===== src/logic/fp_pkg.sv =====
`default_nettype none

package fp_pkg;

	// operation field of the control register
	localparam logic [1:0] OP_FLT = 2'd0;
	localparam logic [1:0] OP_AD = 2'd1;
	localparam logic [1:0] OP_SD = 2'd2;
	localparam logic [1:0] OP_MW = 2'd3;

	// bus word addresses
	localparam logic [2:0] ADR_A = 3'd0;
	localparam logic [2:0] ADR_B = 3'd1;
	localparam logic [2:0] ADR_CTL = 3'd2;
	localparam logic [2:0] ADR_RES = 3'd3;
	localparam logic [2:0] ADR_STAT = 3'd4;

	// status word bits
	localparam int ST_BUSY = 0;
	localparam int ST_OVF = 1;
	localparam int ST_UNF = 2;
	localparam int ST_ZERO = 3;
	localparam int ST_SIGN = 4;

	// length of one step strobe in clocks
	localparam int STROB_TICKS = 2;

	localparam int MAN_W = 24;
	localparam int EXP_W = 8;

	// operand word, integer for FLT, fraction and exponent otherwise
	typedef union packed {
		logic signed [31:0] ival;
		struct packed {
			logic signed [MAN_W-1:0] frac;
			logic signed [EXP_W-1:0] expo;
		} fval;
	} fp_word_u;

endpackage

`default_nettype wire

===== src/logic/fpu_top.sv =====
`timescale 1ns/1ps
`default_nettype none

module fpu_top (
	input wire got_fp,
	input wire _0_f_,
	input wire cyc,
	input wire stb,
	input wire we,
	input wire [2:0] adr,
	input wire [31:0] dat_w,
	output wire ack,
	output wire [31:0] dat_r,
	output wire fp_done
);

	wire fp_pkg::fp_word_u a_word;
	wire fp_pkg::fp_word_u b_word;
	wire fp_pkg::fp_word_u res;
	wire [1:0] op;
	wire start, busy;
	wire ovf, unf, zero, sign;
	wire ld, neg_b, alt, sum, mac, nrm, fin;
	wire aligned, normed, mul_lsb;

	fp_wb_regs u_regs (
		.got_fp(got_fp),
		._0_f_(_0_f_),
		.cyc(cyc),
		.stb(stb),
		.we(we),
		.adr(adr),
		.dat_w(dat_w),
		.ack(ack),
		.dat_r(dat_r),
		.busy(busy),
		.done(fp_done),
		.res(res),
		.ovf(ovf),
		.unf(unf),
		.zero(zero),
		.sign(sign),
		.a_word(a_word),
		.b_word(b_word),
		.op(op),
		.start(start)
	);

	fps u_fps (
		.got_fp(got_fp),
		._0_f_(_0_f_),
		.start(start),
		.op(op),
		.aligned(aligned),
		.normed(normed),
		.mul_lsb(mul_lsb),
		.ld(ld),
		.neg_b(neg_b),
		.alt(alt),
		.sum(sum),
		.mac(mac),
		.nrm(nrm),
		.fin(fin),
		.busy(busy),
		.done(fp_done)
	);

	fp_mantissa u_man (
		.got_fp(got_fp),
		._0_f_(_0_f_),
		.a_word(a_word),
		.b_word(b_word),
		.ld(ld),
		.neg_b(neg_b),
		.alt(alt),
		.sum(sum),
		.mac(mac),
		.nrm(nrm),
		.fin(fin),
		.aligned(aligned),
		.normed(normed),
		.mul_lsb(mul_lsb),
		.res(res),
		.ovf(ovf),
		.unf(unf),
		.zero(zero),
		.sign(sign)
	);

endmodule

`default_nettype wire


===== src/logic/fp_mantissa.sv =====
`timescale 1ns/1ps
`default_nettype none

module fp_mantissa (
	input wire got_fp,
	input wire _0_f_,
	input wire fp_pkg::fp_word_u a_word,
	input wire fp_pkg::fp_word_u b_word,
	input wire ld,
	input wire neg_b,
	input wire alt,
	input wire sum,
	input wire mac,
	input wire nrm,
	input wire fin,
	output wire aligned,
	output wire normed,
	output wire mul_lsb,
	output fp_pkg::fp_word_u res,
	output logic ovf,
	output logic unf,
	output logic zero,
	output logic sign
);

	// double length accumulator, fraction in the upper half
	logic signed [2*fp_pkg::MAN_W-1:0] acc;
	// A fraction during alignment, multiplier during MW
	logic signed [fp_pkg::MAN_W-1:0] mq;
	logic signed [fp_pkg::MAN_W:0] bq;
	logic signed [fp_pkg::EXP_W+1:0] ex;
	// remaining alignment shifts, sign picks the operand
	logic signed [5:0] dif;
	logic fresh;

	logic signed [9:0] ea, eb, ed, emax;
	logic signed [24:0] bf, s, addend, t;
	logic signed [23:0] fr;

	assign ea = {{2{a_word.fval.expo[7]}}, a_word.fval.expo};
	assign eb = {{2{b_word.fval.expo[7]}}, b_word.fval.expo};
	assign ed = ea - eb;
	assign emax = (ea > eb) ? ea : eb;
	assign bf = {b_word.fval.frac[23], b_word.fval.frac};

	assign s = {mq[23], mq} + bq;
	assign addend = mul_lsb ? (neg_b ? -bq : bq) : 25'sd0;
	assign t = (fresh ? 25'sd0 : {acc[47], acc[47:24]}) + addend;
	assign fr = acc[47:24];

	assign aligned = (dif == 6'sd0);
	assign normed = (acc[47] ^ acc[46]) | (acc == '0);
	assign mul_lsb = mq[0];

	always_ff @(posedge got_fp) begin
		if (ld) begin
			// integer view as a 32 bit fraction with exponent 31
			acc <= {a_word.ival, 16'b0};
			ex <= 10'sd31;
			mq <= a_word.fval.frac;
			bq <= neg_b ? -bf : bf;
			dif <= (ed > 10'sd25) ? 6'sd25 : ((ed < -10'sd25) ? -6'sd25 : ed[5:0]);
			fresh <= 1'b1;
		end
		if (alt) begin
			if (dif > 6'sd0) begin
				bq <= bq >>> 1;
				dif <= dif - 6'sd1;
			end else begin
				mq <= mq >>> 1;
				dif <= dif + 6'sd1;
			end
		end
		if (sum) begin
			// carry out of 24 bits
			if (s[24] ^ s[23]) begin
				acc <= {s[24:1], 24'b0};
				ex <= emax + 10'sd1;
			end else begin
				acc <= {s[23:0], 24'b0};
				ex <= emax;
			end
		end
		if (mac) begin
			acc <= {t, (fresh ? 23'b0 : acc[23:1])};
			mq <= mq >>> 1;
			ex <= ea + eb + 10'sd1;
			fresh <= 1'b0;
		end
		if (nrm) begin
			acc <= acc <<< 1;
			ex <= ex - 10'sd1;
		end
	end

	always_ff @(posedge got_fp or negedge _0_f_) begin
		if (!_0_f_) begin
			res <= '0;
			{ovf, unf, zero, sign} <= 4'b0;
		end else if (fin) begin
			if (fr == '0 || ex < -10'sd128) begin
				// canonical zero, flagged as underflow if it was not one
				res <= '0;
				ovf <= 1'b0;
				unf <= (fr != '0);
				zero <= 1'b1;
				sign <= 1'b0;
			end else begin
				res.fval.frac <= fr;
				res.fval.expo <= ex[7:0];
				ovf <= (ex > 10'sd127);
				unf <= 1'b0;
				zero <= 1'b0;
				sign <= fr[23];
			end
		end
	end

endmodule

`default_nettype wire


===== src/logic/fps.sv =====
`timescale 1ns/1ps
`default_nettype none

module fps (
	input wire got_fp,
	input wire _0_f_,
	input wire start,
	input wire [1:0] op,
	input wire aligned,
	input wire normed,
	input wire mul_lsb,
	output wire ld,
	output wire neg_b,
	output wire alt,
	output wire sum,
	output wire mac,
	output wire nrm,
	output wire fin,
	output wire busy,
	output wire done
);

	// state flags, at most one set
	logic f_ld, f_al, f_sum, f_mul, f_nrm, f_fin;
	// multiply loop counter
	logic [4:0] lp;
	logic strob, strob_d;

	wire is_add = (op == fp_pkg::OP_AD) | (op == fp_pkg::OP_SD);
	wire is_sd = (op == fp_pkg::OP_SD);
	wire is_mw = (op == fp_pkg::OP_MW);
	wire is_flt = (op == fp_pkg::OP_FLT);

	// commands fire as the step strobe ends
	wire fall = strob_d & ~strob;
	wire last = (lp == 5'(fp_pkg::MAN_W - 1));
	wire step_trig = start | (fall & ~f_fin);

	univib #(
		.ticks(fp_pkg::STROB_TICKS)
	) u_strob (
		.got_fp(got_fp),
		._0_f_(_0_f_),
		.trig(step_trig),
		.q(strob)
	);

	univib #(
		.ticks(1)
	) u_done (
		.got_fp(got_fp),
		._0_f_(_0_f_),
		.trig(fin),
		.q(done)
	);

	always_ff @(posedge got_fp or negedge _0_f_) begin
		if (!_0_f_) begin
			strob_d <= 1'b0;
		end else begin
			strob_d <= strob;
		end
	end

	always_ff @(posedge got_fp or negedge _0_f_) begin
		if (!_0_f_) begin
			{f_ld, f_al, f_sum, f_mul, f_nrm, f_fin} <= 6'b0;
			lp <= '0;
		end else if (start) begin
			{f_ld, f_al, f_sum, f_mul, f_nrm, f_fin} <= 6'b100000;
			lp <= '0;
		end else if (fall) begin
			if (f_ld) begin
				f_ld <= 1'b0;
				f_al <= is_add;
				f_mul <= is_mw;
				f_nrm <= is_flt;
			end
			// wait for equal exponents
			if (f_al && aligned) begin
				f_al <= 1'b0;
				f_sum <= 1'b1;
			end
			if (f_sum) begin
				f_sum <= 1'b0;
				f_nrm <= 1'b1;
			end
			if (f_mul) begin
				lp <= lp + 5'd1;
				if (last) begin
					f_mul <= 1'b0;
					f_nrm <= 1'b1;
				end
			end
			if (f_nrm && normed) begin
				f_nrm <= 1'b0;
				f_fin <= 1'b1;
			end
			if (f_fin) begin
				f_fin <= 1'b0;
			end
		end
	end

	assign ld = fall & f_ld;
	assign alt = fall & f_al & ~aligned;
	assign sum = fall & f_sum;
	assign mac = fall & f_mul;
	assign nrm = fall & f_nrm & ~normed;
	assign fin = fall & f_fin;

	// negate B for SD, and subtract on the multiplier sign bit
	assign neg_b = (ld & is_sd) | (mac & last & mul_lsb);

	assign busy = f_ld | f_al | f_sum | f_mul | f_nrm | f_fin;

endmodule

`default_nettype wire


===== src/logic/fp_wb_regs.sv =====
`timescale 1ns/1ps
`default_nettype none

module fp_wb_regs (
	input wire got_fp,
	input wire _0_f_,
	input wire cyc,
	input wire stb,
	input wire we,
	input wire [2:0] adr,
	input wire [31:0] dat_w,
	output logic ack,
	output logic [31:0] dat_r,
	input wire busy,
	input wire done,
	input wire fp_pkg::fp_word_u res,
	input wire ovf,
	input wire unf,
	input wire zero,
	input wire sign,
	output fp_pkg::fp_word_u a_word,
	output fp_pkg::fp_word_u b_word,
	output logic [1:0] op,
	output logic start
);

	fp_pkg::fp_word_u res_r;
	logic st_ovf, st_unf, st_zero, st_sign;
	logic [31:0] stat;
	logic [31:0] rd_data;

	// one transfer per ack, no wait states
	wire req = cyc & stb & ~ack;
	// start counts as busy until the sequencer picks it up
	wire locked = busy | start;
	wire wr_ok = req & we & ~locked;

	always_comb begin
		stat = '0;
		stat[fp_pkg::ST_BUSY] = locked;
		stat[fp_pkg::ST_OVF] = st_ovf;
		stat[fp_pkg::ST_UNF] = st_unf;
		stat[fp_pkg::ST_ZERO] = st_zero;
		stat[fp_pkg::ST_SIGN] = st_sign;
		case (adr)
			fp_pkg::ADR_A: rd_data = a_word.ival;
			fp_pkg::ADR_B: rd_data = b_word.ival;
			fp_pkg::ADR_CTL: rd_data = {30'b0, op};
			fp_pkg::ADR_RES: rd_data = res_r.ival;
			fp_pkg::ADR_STAT: rd_data = stat;
			default: rd_data = '0;
		endcase
	end

	always_ff @(posedge got_fp or negedge _0_f_) begin
		if (!_0_f_) begin
			ack <= 1'b0;
			dat_r <= '0;
			start <= 1'b0;
			op <= '0;
			a_word <= '0;
			b_word <= '0;
			res_r <= '0;
			{st_ovf, st_unf, st_zero, st_sign} <= 4'b0;
		end else begin
			ack <= req;
			start <= wr_ok & (adr == fp_pkg::ADR_CTL);
			if (wr_ok) begin
				case (adr)
					fp_pkg::ADR_A: a_word.ival <= dat_w;
					fp_pkg::ADR_B: b_word.ival <= dat_w;
					fp_pkg::ADR_CTL: op <= dat_w[1:0];
					default: ;
				endcase
			end
			if (req && !we) begin
				dat_r <= rd_data;
			end
			// result and flags of the finished operation
			if (done) begin
				res_r <= res;
				{st_ovf, st_unf, st_zero, st_sign} <= {ovf, unf, zero, sign};
			end
		end
	end

endmodule

`default_nettype wire


===== src/logic/univib.sv =====
`timescale 1ns/1ps
`default_nettype none

module univib #(
	parameter int ticks = 1
) (
	input wire got_fp,
	input wire _0_f_,
	input wire trig,
	output wire q
);

	localparam int CW = $clog2(ticks + 1);

	logic [CW-1:0] cnt;

	// retrigger reloads the full count
	always_ff @(posedge got_fp or negedge _0_f_) begin
		if (!_0_f_) begin
			cnt <= '0;
		end else if (trig) begin
			cnt <= CW'(ticks);
		end else if (cnt != '0) begin
			cnt <= cnt - CW'(1);
		end
	end

	assign q = (cnt != '0);

endmodule

`default_nettype wire


===== config.mk =====
export PLATFORM = sky130hd
export DESIGN_NAME = fpu_top
export DESIGN_NICKNAME = d
export VERILOG_FILES = /design/src/logic/fp_pkg.sv /design/src/logic/fpu_top.sv /design/src/logic/fp_mantissa.sv /design/src/logic/fps.sv /design/src/logic/fp_wb_regs.sv /design/src/logic/univib.sv
export SDC_FILE = /design/constraint.sdc
export NUM_CORES = 1
export LEC_CHECK = 0
export BUFFER_PORTS_ARGS = -buffer_cell sky130_fd_sc_hd__buf_2
export CAP_MARGIN = 30
export CORE_ASPECT_RATIO = 1.4
export CORE_UTILIZATION = 63
export DETAILED_ROUTE_END_ITERATION = 6
export PLACE_DENSITY = 0.81
export RECOVER_POWER = 50
export SLEW_MARGIN = 15
export SYNTH_ARGS = -nofsm -noshare
export SYNTH_HDL_FRONTEND = slang
export SYNTH_SLANG_ARGS = --single-unit

===== constraint.sdc =====
create_clock -name got_fp -period 5.5 [get_ports got_fp]
set_input_delay 0.825 -clock got_fp [delete_from_list [all_inputs] [get_ports got_fp]]
set_output_delay 0.825 -clock got_fp [all_outputs]
set_load 0.01 [all_outputs]

* After elaboration in Yosys (flattened, before gate mapping)
Index checks and enable logic that the tools add are counted.
** Storage, ports and cells
- Register bits :: 301
- Word-level logic and storage cells :: 194
- Output and inout bits :: 34
- Input port bits :: 40
** Operators by class
- Mux-type cells :: 67
- Bitwise operators :: 37
- Add/subtract/negate cells :: 14
- Reduce and logical (&&, ||, !) cells :: 25
- $lt $le $gt $ge :: 6
- Equality and inequality tests :: 10
** Operators by type and width (count)
- 2-to-1 mux 48 bit :: 5
- 2-to-1 mux 25 bit :: 7
- one-hot mux 32 bit (5 select lines) :: 1
- 2-to-1 mux 24 bit :: 3
- 2-to-1 mux 10 bit :: 6
- adder 25 bit :: 2
- zero test 48 bit :: 1
- 2-to-1 mux 23 bit :: 2
- 2-to-1 mux 1 bit :: 32
- 2-to-1 mux 32 bit :: 1
- 2-to-1 mux 6 bit :: 5
- negator 24 -> 25 bit :: 1
- negator 25 bit :: 1
- zero test 24 bit :: 1
- nonzero test 24 bit :: 1
- adder 10 x 2 -> 10 bit (second input constant) :: 2
- bitwise AND 1 bit :: 18
- 2-to-1 mux 5 bit :: 3
- AND reduction 2 bit :: 6
- greater-than comparator 10 x 6 -> 1 bit (second input constant) :: 1
- greater-than comparator 10 x 8 -> 1 bit (second input constant) :: 1
- less-than comparator 10 x 6 -> 1 bit (second input constant) :: 1
- less-than comparator 10 x 8 -> 1 bit (second input constant) :: 1
- bitwise OR 1 bit :: 10
- 30 further kinds :: 47

* Logic depth before layout (Yosys ltp)
- Depth after elaboration :: 12
- Mapped depth :: 20
- Mapped depth without buffers :: 18

* Hierarchy
Synthesis repeated with hierarchy kept, for this count alone.
** Unflattened totals
- Cell total of the unflattened synthesis :: 1960
- Area, all modules :: 18390.1 um^2
** By module, submodules not included
- fp_mantissa :: sequential area each 3808.7 um^2, instances 1, cells each 1450, area an instance 11815.1 um^2
- fp_wb_regs :: sequential area each 3403.3 um^2, instances 1, cells each 419, area an instance 5738.0 um^2
- fps :: sequential area each 300.3 um^2, instances 1, cells each 79, area an instance 704.4 um^2
- univib (u_fps.u_strob) :: sequential area each 50.0 um^2, instances 1, cells each 11, area an instance 107.6 um^2
- univib (u_fps.u_done) :: sequential area each 25.0 um^2, instances 1, cells each 1, area an instance 25.0 um^2

* Worst setup path after synthesis
OpenSTA, ideal clock, no wires.
- Path kind :: reg-to-reg
- Start :: reg u_man.acc[46] in the netlist's numbering
- End :: reg u_man.acc[10] in the netlist's numbering (enable)
- Clock period less this slack :: 4316 ps
- Library setup time :: 789 ps
- Required time :: 4711 ps
- Data arrival time :: 3527 ps
- Buffers on the path :: 3
- Setup slack :: 1184 ps
- Cell stages (with the launch flop) :: 12
- Cells stage by stage :: edfxtp_1 -> inv_1 -> ha_1 -> nor4b_1 -> nand4_1 -> nor2_1 -> a41o_1 -> or2_2 -> clkbuf_1 -> clkbuf_1 -> clkbuf_1 -> nand3_1
** Between the ends
- Longest elaborated chain between the ends :: 5
- Elaborated cells on any way between the ends :: 6
- Those cells by class :: 4 x bitwise; 2 x reduce/logical
** RTL lines
- start, declared :: RTL line fp_mantissa.sv:27 : logic signed [2*fp_pkg::MAN_W-1:0] acc;
- start signal, assigned :: RTL line fp_mantissa.sv:58 : acc <= {a_word.ival, 16'b0};
- start signal, assigned :: RTL line fp_mantissa.sv:77 : acc <= {s[24:1], 24'b0};
- start signal, assigned :: RTL line fp_mantissa.sv:80 : acc <= {s[23:0], 24'b0};
- zero test 48 bit / XOR 1 bit (equally long branches) :: RTL line fp_mantissa.sv:52 : assign normed = (acc[47] ^ acc[46]) | (acc == '0);
- bitwise OR 1 bit * :: RTL line fp_mantissa.sv:52
- inverter 1 bit * :: RTL line fps.sv:109 : assign nrm = fall & f_nrm & ~normed;
- bitwise AND 1 bit * :: RTL line fps.sv:109
- nonzero test 4 bit (no line) *
Every way passes the cells marked *; elsewhere a longest branch is shown, timed or not.
A chain may end at the register's enable or synchronous reset.

* Final worst setup path
- Start :: reg u_fps.u_strob.cnt[0]
- End :: reg u_man.acc[39] in the netlist's numbering, data pin
** Between the ends
- Longest elaborated chain between the ends :: 12
- Elaborated cells on any way between the ends :: 18
- Those cells by class :: 1 x add/sub; 5 x mux; 11 x bitwise; 1 x reduce/logical
** RTL lines
- start, declared :: RTL line univib.sv:15 : logic [CW-1:0] cnt;
- start signal, assigned :: RTL line univib.sv:22 : cnt <= CW'(ticks);
- start signal, assigned :: RTL line univib.sv:24 : cnt <= cnt - CW'(1);
- nonzero test 2 bit * :: RTL line univib.sv:28 : assign q = (cnt != '0);
- inverter 1 bit * :: RTL line fps.sv:35 : wire fall = strob_d & ~strob;
- bitwise AND 1 bit * :: RTL line fps.sv:35
- bitwise AND 1 bit :: RTL line fps.sv:108 : assign mac = fall & f_mul;
- bitwise AND 1 bit (2 in a row) :: RTL line fps.sv:113 : assign neg_b = (ld & is_sd) | (mac & last & mul_lsb);
- bitwise OR 1 bit :: RTL line fps.sv:113
- 2-to-1 mux 25 bit (2 in a row) :: RTL line fp_mantissa.sv:47 : assign addend = mul_lsb ? (neg_b ? -bq : bq) : 25'sd0;
- adder 25 bit :: RTL line fp_mantissa.sv:48 : assign t = (fresh ? 25'sd0 : {acc[47], acc[47:24]}) + addend;
- 2-to-1 mux 48 bit :: RTL line fp_mantissa.sv:84 : if (mac) begin
- 2-to-1 mux 48 bit * :: RTL line fp_mantissa.sv:90 : if (nrm) begin
- end signal, assigned :: RTL line fp_mantissa.sv:58
- end signal, assigned :: RTL line fp_mantissa.sv:85 : acc <= {t, (fresh ? 23'b0 : acc[23:1])};
- end signal, assigned :: RTL line fp_mantissa.sv:91 : acc <= acc <<< 1;
Marked as above.

==> summary.log <==
[cts] clock tree from TritonCTS built
[critical_path] Critical Path End Type flop
[detailed_routing] via density per instance 6.69
[sta] headroom to the max-slew limit -71.2%
[detailed_routing] number of DRC violations after detailed-routing iteration 0 1371
[synthesis] simple-gate area share of the yosys netlist 16.4%
[die] area of the die 0.0298 sq mm
[critical_path] WP data arrival 4980 ps
[place] HPWL after detailed placement 39100 microns
[place] I/O Buffers 73
[synthesis] number of standard cells after synthesis 1957
[synthesis] Synthesis Warnings 0
[cts] clock slew at reported path FFs 70 ps
[detailed_routing] overall via count from detail_route 15.9k
[synthesis] net count after synthesis 2081
[sta] min cycle time layout 4670 ps
[grt] GRT Residual Overflow 0
[sta] slew of the pin with the lowest slew margin 2570 ps
[die] initial cell density of the core 64.2%
[die] die height 204 microns
[final_layout] share of cells above drive strength 1 13.3%
[flow_run] max cap viols 5
[cts] cts-stage hold buffer count 0
[grt] pin count of the biggest net entering global routing 92
[grt] number of antenna violations at the first check in global routing 0
[pwr] leakage component of the power 8.61 nW
[status] result of the run finished with violations
[die] total number of placement rows 73
[synthesis] Synth Area in XOR/XNOR 5.31%
[final_layout] Filler cells 2139
[synthesis] Mapped Area 0.0183 sq mm
[grt] routing usage on met3 3.80%
[cts] number of buffers inserted by post-CTS setup repair 0
[pwr] largest vdd supply drop 584 uV
[sta] RSZ-0062 raised after global routing false
[cts] number of buffers on the longest clock path 3
[detailed_routing] post-detailed-routing wire length 55500 microns
[sta] Highest Clock Rate 214 MHz
[synthesis] share of the synthesized area in compound gates (AO/OA/AOI/OAI) 18.6%
[place] routability congestion estimate 0.994
[detailed_routing] iteration count of the initial detailed-routing pass 6
[grt] first-pass GRT wire length 86800 microns
[synthesis] post-synthesis average cell area 9.35 sq um
[cts] clock latency at the later pin of the worst-skew pair 600 ps
[pwr] total power 11.5 mW
[final_layout] Post-layout nets 2103
[synthesis] most frequent cell after synthesis nand2_1
[critical_path] critical path required time 5800 ps
[synthesis] cell accounting for the most synthesized area dfrtp_1
[sta] worst clock skew 48.6 ps
[die] count of boundary I/O pins 74
[synthesis] async set or reset register ratio after synthesis 61.9%
[grt] number of global-route vias before repair 15.7k
[grt] GR met2 Demand/Resource 65.3%
[detailed_routing] wire per inst 23.3 microns
[sta] Sum Neg Setup Slack 0 ps
[synthesis] adder-cell share of the synthesized area 6.00%
[sta] number of slew-limit violations in the final report 201
[cts] total clock buffers created by CTS 30
[synthesis] fraction of synthesized area in multiplexers 8.95%
[grt] overall routing resource usage 37.7%
[synthesis] main combinational cell family by area after synthesis compound AO/OA/AOI/OAI gates
[detailed_routing] count of nets left with antenna violations after detail routing 0
[critical_path] largest fanout on the critical path 37
[place] cell total after placement 2321
[grt] global-route track usage on met1 41.4%
[sta] share of the clock period used by the worst path 85.0%
[worst_hold_path] path category of the worst min-delay check flop to flop
[sta] setup violators final 0
[status] violations in the final reports max-capacitance violations, max-slew violations
[synthesis] Yosys reg bits 299
[final_layout] final standard cell utilization of the core 70.2%
[synthesis] share of synthesized area occupied by flip-flops and latches 41.3%
[final_layout] Inserted Diodes 0
[die] die extent in x 146 microns
[critical_path] crit path launch type flop
[final_layout] Layout area overhead 9.21%
[synthesis] count of flip-flops with a built-in enable after synthesis 65
[synthesis] portion of synthesized cell area occupied by the leading cell type 25.3%
[cts] TritonCTS sink count 299
[synthesis] top cell types by occurrence after synthesis 218 x nand2_1, 185 x dfrtp_1, 173 x nor2_1, 124 x mux2_2, 115 x o21ai_0
[sta] Final Hold Vio Count 0
[synthesis] number of distinct library cells after synthesis 80
[synthesis] leading post-synthesis cells by cell area dfrtp_1 25%, edfxtp_1 11%, mux2_2 7.6%
[synthesis] Top FF cell, synth dfrtp_1
[final_layout] non-filler instance count after layout 2378
[sta] worst hold slack 462 ps
[pwr] power per cell area 575 mW/mm^2
[grt] layer carrying the most global-route usage met2
[cts] Resized Gates After CTS 0
[detailed_routing] DRC errors left 0
[cts] CTS H-tree lvls 1
[critical_path] WS Path Type flop to flop
[die] core box area 0.0285 sq mm
[cts] clock root buffer clkbuf_16
## flip-flops by register name, indices dropped and copies added, names as in the netlist, 2 cells and up
register / cells
u_man.bq: 25
u_regs.b_word: 32
u_man.ex: 10
u_man.mq: 24
u_man.dif: 6
u_regs.res_r: 31
u_regs.dat_r: 32
u_fps.lp: 5
u_fps.u_strob.cnt: 2
u_regs.a_word: 32
u_man.res: 31
u_regs.op: 2
u_man.acc: 48
## worst paths after layout
check                      cells past startpoint                              from                   endpoint  slack (ps)
min in group asynchronous                      1                             _0_f_  u_man.res[13]$_DFFE_PN0P_        1020
max in group asynchronous                      3                             _0_f_    u_fps.lp[2]$_DFFE_PN0P_        1790
max                                           17  u_fps.u_strob.cnt[0]$_DFFE_PN0P_    u_man.acc[39]$_DFFE_PP_         830
min                                            1              u_regs.ack$_DFF_PN0_       u_regs.ack$_DFF_PN0_         460
min reg2reg                                    1              u_regs.ack$_DFF_PN0_       u_regs.ack$_DFF_PN0_         460
max reg2reg                                   17  u_fps.u_strob.cnt[0]$_DFFE_PN0P_    u_man.acc[39]$_DFFE_PP_         830
## cell usage in the layout (no fill, tap or decap), types with 49 or more instances in the layout
| cell | Yosys | final |
|---|---|---|
| o21ai_0 | 115 | 115 |
| nor2_1 | 173 | 171 |
| edfxtp_1 | 65 | 65 |
| ha_1 | 79 | 79 |
| xnor2_1 | 67 | 67 |
| a21oi_1 | 103 | 103 |
| dfrtp_1 | 185 | 185 |
| inv_1 | 55 | 55 |
| mux2_2 | 124 | 124 |
| nand2_1 | 218 | 217 |
| dfxtp_1 | 49 | 49 |
## worst max-delay path: stages (launching register included)
cell,delay (ps)
dfrtp_1,380
inv_1,80
ha_1,260
and3_1,220
buf_4,410
a32oi_1,270
or3_1,380
a21boi_0,200
ha_1,300
nor2b_1,150
o21a_1,180
o21ai_0,280
a21oi_1,270
o21ai_0,360
o21ai_0,160
xor2_1,160
a221oi_1,240
a21oi_1,110
## metrics by stage
| step | cell area [sq um] | setup slack (ps) |
|---|---|---|
| final | 20000 | 827 |
| after global placement | 19000 | 1120 |
| after detailed placement | 19000 | 984 |
| after floorplan | 18300 | 1180 |
| after global routing | 20000 | 463 |
| after CTS | 20000 | 952 |
## metal layers
layer	wire (microns)	vias up	part of all wire, %
met5	0	-	0
met4	5550	0	10
met3	2770	250	5.0
met2	27300	719	49
met1	19900	7757	36
li1	-	7191	-
## layout make-up
| cell class | count | area (sq um) | share of cell area (%) |
|---|---|---|---|
| Clock buffer | 37 | 827 | 4.14 |
| Sequential cell | 299 | 7560 | 37.8 |
| Clock inverter | 19 | 223 | 1.11 |
| Inverter | 55 | 206 | 1.03 |
| Tap cell | 375 | 469 | 2.35 |
| Multi-Input combinational cell | 1492 | 10200 | 50.8 |
| Timing Repair Buffer | 101 | 546 | 2.73 |
## where the power goes
group          switching (mW)  internal, mW  total [mW]  leakage [nW]
sequential              0.876          2.91        3.78          3.51
clock                   0.929          1.22        2.15         0.496
combinational            3.28          2.28        5.57          4.61
total                    5.09          6.41        11.5          8.61
## kinds of logic (layout without fill, tap and decap cells)
kind of cell | after synthesis | count (layout)
simple gates | 638 | 638
compound gates | 511 | 511
flops | 299 | 299
buf+inv | 166 | 212
mux | 147 | 147
xor+xnor | 111 | 111
fa+ha+maj | 85 | 85
Power figures use the tool's default switching activity.
